<file path="config.mk">
export PLATFORM = sky130hd
export DESIGN_NAME = serdes_test_top
export DESIGN_NICKNAME = d
export VERILOG_FILES = /design/src/source/serdes_test_pkg.sv /design/src/source/word_if.sv /design/src/source/axi_lite_regs.sv /design/src/source/prbs_generator.sv /design/src/source/pattern_sequencer.sv /design/src/source/frame_serializer.sv /design/src/source/serdes_test_top.sv
export VERILOG_INCLUDE_DIRS = /design/src /design/src/source
export SDC_FILE = /design/constraint.sdc
export NUM_CORES = 1
export LEC_CHECK = 0
export BUFFER_PORTS_ARGS = -buffer_cell sky130_fd_sc_hd__buf_2
export CORE_AREA = 3 3 186 188
export CTS_BUF_LIST = sky130_fd_sc_hd__clkbuf_8 sky130_fd_sc_hd__clkbuf_16
export DETAILED_ROUTE_END_ITERATION = 7
export DIE_AREA = 0 0 189 191
export GPL_TIMING_DRIVEN = 1
export MAX_ROUTING_LAYER = met4
export PLACE_DENSITY = 0.37
export SLEW_MARGIN = 10
export SYNTH_ARGS = -nofsm -noshare
export SYNTH_HDL_FRONTEND = slang
export SYNTH_SLANG_ARGS = --single-unit
</file>
<file path="constraint.sdc">
create_clock -name clock -period 3 [get_ports clock]
set_input_delay 0.15 -clock clock [delete_from_list [all_inputs] [get_ports clock]]
set_output_delay 0.15 -clock clock [all_outputs]
set_load 0.01 [all_outputs]
</file>
<file path="src/source/serdes_test_params.svh">
// ----------------------------------------------------------
// sizes and register map of the test-pattern transmitter,
// included by every file that needs them
// ----------------------------------------------------------

`ifndef SERDES_TEST_PARAMS_SVH
`define SERDES_TEST_PARAMS_SVH

`define WORD_WIDTH 10
`define FRAME_BITS 12
`define PRBS_WIDTH 31
`define SLOT_COUNT 16

`define REG_CTRL   4'h0
`define REG_SEED   4'h4
`define REG_FIXED  4'h8
`define REG_FRAMES 4'hC

`endif

</file>
<file path="src/source/serdes_test_pkg.sv">
// ----------------------------------------------------------
// types shared by the serializer test-pattern transmitter:
// pattern modes, slot kinds, serializer states and the
// register address type
// ----------------------------------------------------------

package serdes_test_pkg;

	typedef logic [3:0] reg_addr_t; // AXI4-Lite byte address

	typedef enum logic [1:0] {
		MODE_SEQUENCE = 2'd0, // full 16-slot sequence
		MODE_PRBS     = 2'd1, // random word in every slot
		MODE_FIXED    = 2'd2  // fixed-word register in every slot
	} pattern_mode_e;

	typedef enum logic [2:0] {
		SLOT_ONES      = 3'd0,
		SLOT_RAMP      = 3'd1, // ones shifted right by slot number
		SLOT_ZEROS     = 3'd2,
		SLOT_ALTERNATE = 3'd3, // 0x155
		SLOT_RANDOM    = 3'd4, // low bits of the lfsr
		SLOT_IDLE      = 3'd5  // fixed word from the register
	} slot_kind_e;

	typedef enum logic [1:0] {
		SER_IDLE  = 2'd0,
		SER_START = 2'd1,
		SER_DATA  = 2'd2,
		SER_STOP  = 2'd3
	} ser_state_e;

endpackage

</file>
<file path="src/source/word_if.sv">
// ----------------------------------------------------------
// one pattern word with valid/ready handshake and sync tag,
// passed from the sequencer to the frame serializer
// ----------------------------------------------------------

`timescale 1ns/1ps
`include "serdes_test_params.svh"

interface word_if;

	logic                   valid;
	logic                   ready;
	logic [`WORD_WIDTH-1:0] data;
	logic                   sync; // word belongs to slot 0

	modport source (
		output valid, data, sync,
		input  ready
	);

	modport sink (
		input  valid, data, sync,
		output ready
	);

endinterface

</file>
<file path="src/source/axi_lite_regs.sv">
// ----------------------------------------------------------
// AXI4-Lite slave with the control, seed and fixed-word
// registers plus a read-only count of finished frames
// ----------------------------------------------------------

`timescale 1ns/1ps
`include "serdes_test_params.svh"

module axi_lite_regs (
	input  logic                              clock,
	input  logic                              reset,
	input  serdes_test_pkg::reg_addr_t        awaddr,
	input  logic                              awvalid,
	output logic                              awready,
	input  logic [31:0]                       wdata,
	input  logic [3:0]                        wstrb,
	input  logic                              wvalid,
	output logic                              wready,
	output logic [1:0]                        bresp,
	output logic                              bvalid,
	input  logic                              bready,
	input  serdes_test_pkg::reg_addr_t        araddr,
	input  logic                              arvalid,
	output logic                              arready,
	output logic [31:0]                       rdata,
	output logic [1:0]                        rresp,
	output logic                              rvalid,
	input  logic                              rready,
	input  logic                              frame_done,
	output logic                              enable,
	output serdes_test_pkg::pattern_mode_e    mode,
	output logic [`PRBS_WIDTH-1:0]            seed,
	output logic                              seed_load,
	output logic [`WORD_WIDTH-1:0]            fixed_word
);
	import serdes_test_pkg::*;

	localparam logic [1:0] RESP_OKAY = 2'b00;

	logic        write_fire;
	logic        read_fire;
	logic [31:0] ctrl_merged;
	logic [31:0] seed_merged;
	logic [31:0] fixed_merged;
	logic [31:0] frame_count;
	logic [31:0] read_value;

	function automatic logic [31:0] merge_bytes(input logic [31:0] current,
			input logic [31:0] value, input logic [3:0] strobe);
		logic [31:0] result;
		result = current;
		for (int i = 0; i < 4; i++) begin
			if (strobe[i])
				result[8*i +: 8] = value[8*i +: 8];
		end
		return result;
	endfunction

	assign write_fire = awvalid && awready; // wready pulses alongside
	assign read_fire  = arvalid && arready;
	assign bresp      = RESP_OKAY;
	assign rresp      = RESP_OKAY;

	always_comb begin
		ctrl_merged  = merge_bytes({29'd0, mode, enable}, wdata, wstrb);
		seed_merged  = merge_bytes({1'b0, seed}, wdata, wstrb);
		fixed_merged = merge_bytes({22'd0, fixed_word}, wdata, wstrb);
	end

	always_ff @(posedge clock) begin
		if (reset) begin
			awready     <= 1'b0;
			wready      <= 1'b0;
			bvalid      <= 1'b0;
			enable      <= 1'b0;
			mode        <= MODE_SEQUENCE;
			seed        <= `PRBS_WIDTH'(1);
			seed_load   <= 1'b0;
			fixed_word  <= '0;
			frame_count <= '0;
		end else begin
			awready   <= awvalid && wvalid && !awready && !bvalid;
			wready    <= awvalid && wvalid && !awready && !bvalid;
			seed_load <= 1'b0;
			if (write_fire) begin
				bvalid <= 1'b1;
				case (awaddr)
					`REG_CTRL: begin
						enable <= ctrl_merged[0];
						mode   <= pattern_mode_e'(ctrl_merged[2:1]);
					end
					`REG_SEED: begin
						// an all-zero lfsr would never leave zero
						if (seed_merged[`PRBS_WIDTH-1:0] == '0)
							seed <= `PRBS_WIDTH'(1);
						else
							seed <= seed_merged[`PRBS_WIDTH-1:0];
						seed_load <= 1'b1;
					end
					`REG_FIXED: fixed_word <= fixed_merged[`WORD_WIDTH-1:0];
					default: ; // FRAMES is read only
				endcase
			end else if (bvalid && bready) begin
				bvalid <= 1'b0;
			end
			if (frame_done)
				frame_count <= frame_count + 32'd1;
		end
	end

	always_comb begin
		case (araddr)
			`REG_CTRL:   read_value = {29'd0, mode, enable};
			`REG_SEED:   read_value = {1'b0, seed};
			`REG_FIXED:  read_value = {22'd0, fixed_word};
			`REG_FRAMES: read_value = frame_count;
			default:     read_value = '0; // unmapped reads as zero
		endcase
	end

	always_ff @(posedge clock) begin
		if (reset) begin
			arready <= 1'b0;
			rvalid  <= 1'b0;
		end else begin
			arready <= arvalid && !arready && !rvalid;
			if (read_fire)
				rvalid <= 1'b1;
			else if (rvalid && rready)
				rvalid <= 1'b0;
		end
	end

	always_ff @(posedge clock) begin
		if (read_fire)
			rdata <= read_value; // held until rready
	end

endmodule

</file>
<file path="src/source/prbs_generator.sv">
// ----------------------------------------------------------
// 31-bit lfsr (x^31 + x^28 + 1) for the random pattern words;
// loaded from the seed register, advanced one step on request
// ----------------------------------------------------------

`timescale 1ns/1ps
`include "serdes_test_params.svh"

module prbs_generator (
	input  logic                   clock,
	input  logic                   reset,
	input  logic [`PRBS_WIDTH-1:0] seed,
	input  logic                   seed_load,
	input  logic                   step,
	output logic [`PRBS_WIDTH-1:0] word
);

	logic [`PRBS_WIDTH-1:0] lfsr;
	logic                   feedback;

	assign feedback = lfsr[30] ^ lfsr[27]; // taps for x^31 + x^28
	assign word     = lfsr;

	always_ff @(posedge clock) begin
		if (reset) begin
			lfsr <= `PRBS_WIDTH'(1);
		end else if (seed_load) begin
			lfsr <= seed; // a new seed wins over a step
		end else if (step) begin
			lfsr <= {lfsr[`PRBS_WIDTH-2:0], feedback};
		end
	end

endmodule

</file>
<file path="src/source/pattern_sequencer.sv">
// ----------------------------------------------------------
// picks the pattern word for each of the 16 slots and offers
// it to the serializer; one word waits here while the
// previous one is being shifted out
// ----------------------------------------------------------

`timescale 1ns/1ps
`include "serdes_test_params.svh"

module pattern_sequencer (
	input  logic                           clock,
	input  logic                           reset,
	input  logic                           enable,
	input  serdes_test_pkg::pattern_mode_e mode,
	input  logic [`WORD_WIDTH-1:0]         fixed_word,
	input  logic [`PRBS_WIDTH-1:0]         prbs_word,
	output logic                           prbs_step,
	word_if.source                         words
);
	import serdes_test_pkg::*;

	localparam int SLOT_BITS = $clog2(`SLOT_COUNT);

	logic [SLOT_BITS-1:0]   slot; // slot of the offered word, or the next one
	logic [SLOT_BITS-1:0]   next_slot;
	slot_kind_e             next_kind;
	logic [`WORD_WIDTH-1:0] next_word;
	logic                   accept;
	logic                   load;

	assign accept    = words.valid && words.ready;
	assign next_slot = accept ? slot + 1'b1 : slot;
	assign load      = enable && (!words.valid || accept);
	assign prbs_step = load && (next_kind == SLOT_RANDOM); // stalls hold the lfsr

	always_comb begin
		case (mode)
			MODE_PRBS:  next_kind = SLOT_RANDOM;
			MODE_FIXED: next_kind = SLOT_IDLE;
			default: begin
				if (next_slot == 0)
					next_kind = SLOT_ONES; // sync word
				else if (next_slot <= 9)
					next_kind = SLOT_RAMP;
				else if (next_slot == 10)
					next_kind = SLOT_ZEROS;
				else if (next_slot == 11)
					next_kind = SLOT_ALTERNATE;
				else if (next_slot == 12)
					next_kind = SLOT_RANDOM;
				else
					next_kind = SLOT_ONES;
			end
		endcase
	end

	always_comb begin
		case (next_kind)
			SLOT_RAMP:      next_word = {`WORD_WIDTH{1'b1}} >> next_slot;
			SLOT_ZEROS:     next_word = '0;
			SLOT_ALTERNATE: next_word = `WORD_WIDTH'('h155);
			SLOT_RANDOM:    next_word = prbs_word[`WORD_WIDTH-1:0];
			SLOT_IDLE:      next_word = fixed_word;
			default:        next_word = '1;
		endcase
	end

	always_ff @(posedge clock) begin
		if (reset) begin
			slot        <= '0;
			words.valid <= 1'b0;
			words.sync  <= 1'b0;
		end else begin
			if (accept)
				slot <= slot + 1'b1;
			if (load) begin
				words.valid <= 1'b1;
				words.sync  <= (next_slot == 0); // slot 0 tags sync in every mode
			end else if (accept) begin
				words.valid <= 1'b0; // enable cleared, pending word gone
			end
		end
	end

	always_ff @(posedge clock) begin
		if (load)
			words.data <= next_word;
	end

endmodule

</file>
<file path="src/source/frame_serializer.sv">
// ----------------------------------------------------------
// sends each accepted word as a 12-bit line frame: start bit
// 1, data lsb first, stop bit 0; ready in idle and at the
// stop bit so frames can run back to back
// ----------------------------------------------------------

`timescale 1ns/1ps
`include "serdes_test_params.svh"

module frame_serializer (
	input  logic   clock,
	input  logic   reset,
	word_if.sink   words,
	output logic   serial_out,
	output logic   sync,
	output logic   frame_done
);
	import serdes_test_pkg::*;

	localparam int COUNT_BITS = $clog2(`WORD_WIDTH);
	localparam int LAST_BIT   = `FRAME_BITS - 3; // frame minus start, stop, zero base

	ser_state_e              state;
	logic [COUNT_BITS-1:0]   bit_count;
	logic [`WORD_WIDTH-1:0]  shifter;
	logic                    sync_tag;
	logic                    accept;

	assign words.ready = (state == SER_IDLE) || (state == SER_STOP);
	assign accept      = words.valid && words.ready;
	assign frame_done  = (state == SER_STOP);
	assign sync        = (state == SER_START) && sync_tag;

	always_comb begin
		case (state)
			SER_START: serial_out = 1'b1;
			SER_DATA:  serial_out = shifter[0];
			default:   serial_out = 1'b0; // idle line and stop bit
		endcase
	end

	always_ff @(posedge clock) begin
		if (reset) begin
			state     <= SER_IDLE;
			bit_count <= '0;
		end else begin
			case (state)
				SER_IDLE: begin
					if (accept)
						state <= SER_START;
				end
				SER_START: begin
					state     <= SER_DATA;
					bit_count <= '0;
				end
				SER_DATA: begin
					if (bit_count == COUNT_BITS'(LAST_BIT))
						state <= SER_STOP;
					else
						bit_count <= bit_count + 1'b1;
				end
				SER_STOP: state <= accept ? SER_START : SER_IDLE;
			endcase
		end
	end

	always_ff @(posedge clock) begin
		if (accept) begin
			shifter  <= words.data;
			sync_tag <= words.sync;
		end else if (state == SER_DATA) begin
			shifter <= shifter >> 1; // next bit into position 0
		end
	end

endmodule

</file>
<file path="src/source/serdes_test_top.sv">
// ----------------------------------------------------------
// test-pattern transmitter top: AXI4-Lite control port in,
// framed serial pattern and sync pulse out
// ----------------------------------------------------------

`timescale 1ns/1ps
`include "serdes_test_params.svh"

module serdes_test_top (
	input  logic                       clock,
	input  logic                       reset,
	input  serdes_test_pkg::reg_addr_t awaddr,
	input  logic                       awvalid,
	output logic                       awready,
	input  logic [31:0]                wdata,
	input  logic [3:0]                 wstrb,
	input  logic                       wvalid,
	output logic                       wready,
	output logic [1:0]                 bresp,
	output logic                       bvalid,
	input  logic                       bready,
	input  serdes_test_pkg::reg_addr_t araddr,
	input  logic                       arvalid,
	output logic                       arready,
	output logic [31:0]                rdata,
	output logic [1:0]                 rresp,
	output logic                       rvalid,
	input  logic                       rready,
	output logic                       serial_out,
	output logic                       sync
);
	import serdes_test_pkg::*;

	logic                   enable;
	pattern_mode_e          mode;
	logic [`PRBS_WIDTH-1:0] seed;
	logic                   seed_load;
	logic [`WORD_WIDTH-1:0] fixed_word;
	logic [`PRBS_WIDTH-1:0] prbs_word;
	logic                   prbs_step;
	logic                   frame_done;

	word_if words ();

	axi_lite_regs regs (
		.clock(clock), .reset(reset),
		.awaddr(awaddr), .awvalid(awvalid), .awready(awready),
		.wdata(wdata), .wstrb(wstrb), .wvalid(wvalid), .wready(wready),
		.bresp(bresp), .bvalid(bvalid), .bready(bready),
		.araddr(araddr), .arvalid(arvalid), .arready(arready),
		.rdata(rdata), .rresp(rresp), .rvalid(rvalid), .rready(rready),
		.frame_done(frame_done),
		.enable(enable), .mode(mode), .seed(seed), .seed_load(seed_load),
		.fixed_word(fixed_word)
	);

	prbs_generator prbs (
		.clock(clock), .reset(reset),
		.seed(seed), .seed_load(seed_load), .step(prbs_step),
		.word(prbs_word)
	);

	pattern_sequencer sequencer (
		.clock(clock), .reset(reset),
		.enable(enable), .mode(mode), .fixed_word(fixed_word),
		.prbs_word(prbs_word), .prbs_step(prbs_step),
		.words(words)
	);

	frame_serializer serializer (
		.clock(clock), .reset(reset),
		.words(words),
		.serial_out(serial_out), .sync(sync), .frame_done(frame_done)
	);

endmodule

</file>
==> qor.yml <==
status: "finished clean"
cts_setup_buffers: 0
critPathLaunchType: "flip-flop"
grt_pass1_vias: 6509
path_delay_family: "compound AO/OA/AOI/OAI gates"
finalNetCount: 1042
ys_seq_area_share_pct: 49.4
gr-total-overflow: 0
critPathMaxFanout: 22
grt_max_degree: 63
hold_viol: 0
slew_headroom_pct: 34.9
worstSetupPathType: "reg -> reg"
yosysUniqueCellTypes: 57
end_kind: "flip-flop"
total_power_uw: 4930
finalCritPeriodShare_pct: 91.6
grt_pass1_wl_um: 37400
power.density_mw_per_mm2: 481
initial_core_util_pct: 24.8
path_buf_inv: 4
crit_chain: "inv_1 -> ha_1 -> nand2b_2 -> inv_4 -> nand4_4 -> xor2_2 -> a2111oi_4 -> buf_12 -> buf_12 -> nor3_1 -> a2111oi_2"
core-area_mm2: 0.0333
antenna_found_initial: 5
finClkSkew_ns: 0.0131
grt_use_total_pct: 13.7
cpPeakStageDelay_ns: 0.40
crit_top_cell: "buf_12"
cts_buffers: 17
arrival_ns: 3.08
multi_input_area_mm2: 0.00390
tns_ns: 0
drtPass1Iterations: 4
synth_warnings: 0
die_y_um: 191
cts_tree: "yes"
final_common_cell: "dfxtp_1"
drt-wirelength-per-cell_um: 16.5
viasPerCell: 4.60
fmax_mhz: 364
cellLeakagePower_uw: 0.00367
drt-initial-drc-count: 329
antenna_left: 0
syn2layout_area_growth_pct: 24.4
final_cell_mix: "dfxtp_1 (122), nand2_1 (108), nor2_1 (100), buf_2 (87), nand3_1 (54)"
synthCells: 866
dieArea_mm2: 0.0361
clock_sinks: 177
ys_async_sr_fraction_pct: 0
cts_buffer_depth: 2
drive_gt1_share_pct: 19.3
path_clk_slew_ns: 0.07
cts-root-buf: "clkbuf_16"
rsz0062_at_grt: "no"
ys.flop_type: "dfxtp_1"
rows: 67
cap_viol_max_count: 0
dp_hpwl_um: 17000
worst_slew_pin_slew_ns: 0.974
syn-cell-area_mm2: 0.00825
slew_viol_final: 0
ys_ff_latch: 177
pin_count: 94
routed_wl_um: 23900
crit_required_ns: 3.33
setup_viol: 0
hp-class: "in -> reg"
htree_num_levels: 4
fillerInstances: 3533
period_minus_slack_ns: 2.75
remaining_drc_errors: 0
dr_total_vias: 6652
vdd_drop_max_mv: 0.400
cp_slowest_cell: "a2111oi_4"
clock_latency_ns: 0.44
synth-edff-count: 53
seq_area_mm2: 0.00408
dieWidth_um: 189
postSynthAreaPerCell_um2: 9.52
portBuffers: 88
gp_congestion: 0.779
## cells in the mapped netlist (2+ instances only)
cell type,instances,share of area [%]
buf_2,3,0.18
nand4_1,9,0.68
and2_1,5,0.38
xnor2_1,14,1.5
a2111oi_2,29,5.3
xor2_1,23,2.4
inv_1,12,0.55
and4b_1,2,0.24
buf_1,2,0.091
nor3b_1,2,0.18
o21ai_0,18,1.1
a31oi_1,3,0.23
o41ai_1,2,0.21
dfxtp_1,124,30
nor3_1,38,2.3
nor2_1,100,4.6
a22o_1,21,2.2
a22oi_1,13,1.2
nor2b_1,36,2.7
buf_4,5,0.46
a21oi_1,48,2.9
nor4_1,19,1.4
or4_1,4,0.36
a221o_1,4,0.49
a2111oi_4,2,0.67
nor4b_1,3,0.32
nand2_1,108,4.9
nand2b_1,8,0.61
mux2i_1,19,2.3
buf_6,5,0.68
nand3_1,54,3.3
ha_1,9,1.4
clkbuf_1,42,1.9
and3_1,5,0.38
edfxtp_1,53,19
## cells by family (layout without fill, tap and decap cells)
kind of cell / Yosys count / in the layout / synth area share [%]
mux: 19 / 19 / 2.31
other cells: 1 / 7 / 0.0455
fa+ha+maj: 9 / 9 / 1.37
compound gates: 149 / 149 / 15.1
xor+xnor: 38 / 38 / 4.13
simple gates: 403 / 403 / 23.7
buf+inv: 70 / 196 / 3.94
flops: 177 / 177 / 49.4
## worst paths after layout
check,from,to,slack [ns],depth (start not counted)
hold reg to reg,regs.arready,regs.arready,0.43,1
setup reg to reg,serializer.state[1],prbs.word[20],0.25,11
setup / recovery,serializer.state[1],prbs.word[20],0.25,11
hold / removal,wdata[7],regs.seed[7],0.04,3
## worst register-to-register path, cell delays in order (launching register included)
cell and delay [ns]:
dfxtp_1 0.37, inv_1 0.10, ha_1 0.35, nand2b_2 0.26, inv_4 0.09, nand4_4 0.12
xor2_2 0.19, a2111oi_4 0.40, buf_12 0.22, buf_12 0.19, nor3_1 0.08, a2111oi_2 0.29
## area by class of cell
type / instances / area share, %
antenna: 3 / 0.0732
tap: 448 / 5.46
clock buffer: 19 / 4.63
timing repair buffer: 151 / 10.5
inverter: 13 / 0.500
multi-input combinational: 622 / 38.0
clock inverter: 13 / 1.10
sequential: 177 / 39.7
## power by group
part	switching [uW]	internal (uW)
sequential	6.19	2460
combinational	123	85.3
clock	1070	1190
## routing by layer
layer	wire length, um	global-route usage (%)
met1	12200	18.6
met2	10700	20.9
met3	737	3.08
met4	236	2.95
met5	0	-
## what timing repair did
action | in CTS | in global routing
endpoints found under the hold margin | 40 | 0
hold buffers | 35 | 0
gates resized for setup | 0 | 2
setup endpoints to repair | 0 | 12
## sequential cells by signal, indices dropped and copies added (netlist names), 2 cells and up
name / flops
prbs.word: 31
regs.fixed_word: 10
regs.frame_count: 32
regs.mode: 2
regs.rdata: 32
regs.seed: 31
sequencer.slot: 4
sequencer.words.data: 10
serializer.bit_count: 4
serializer.shifter: 10
serializer.state: 2
## metrics by stage
step | utilization, % | instances | worst slack [ns] | hold WS [ns] | cell area (um^2)
floorplan | - | 869 | 0.342 | 0.286 | 8260
global placement | 28.0 | 1376 | 0.239 | 0.419 | 9310
detailed placement | 28.0 | 1376 | 0.194 | 0.419 | 9310
CTS | 30.8 | 1443 | 0.167 | 0.00904 | 10200
global route | 30.8 | 1446 | 0.0333 | 0.0346 | 10300
finish | 30.8 | 1446 | 0.253 | 0.0376 | 10300
Power figures use the tool's default switching activity.
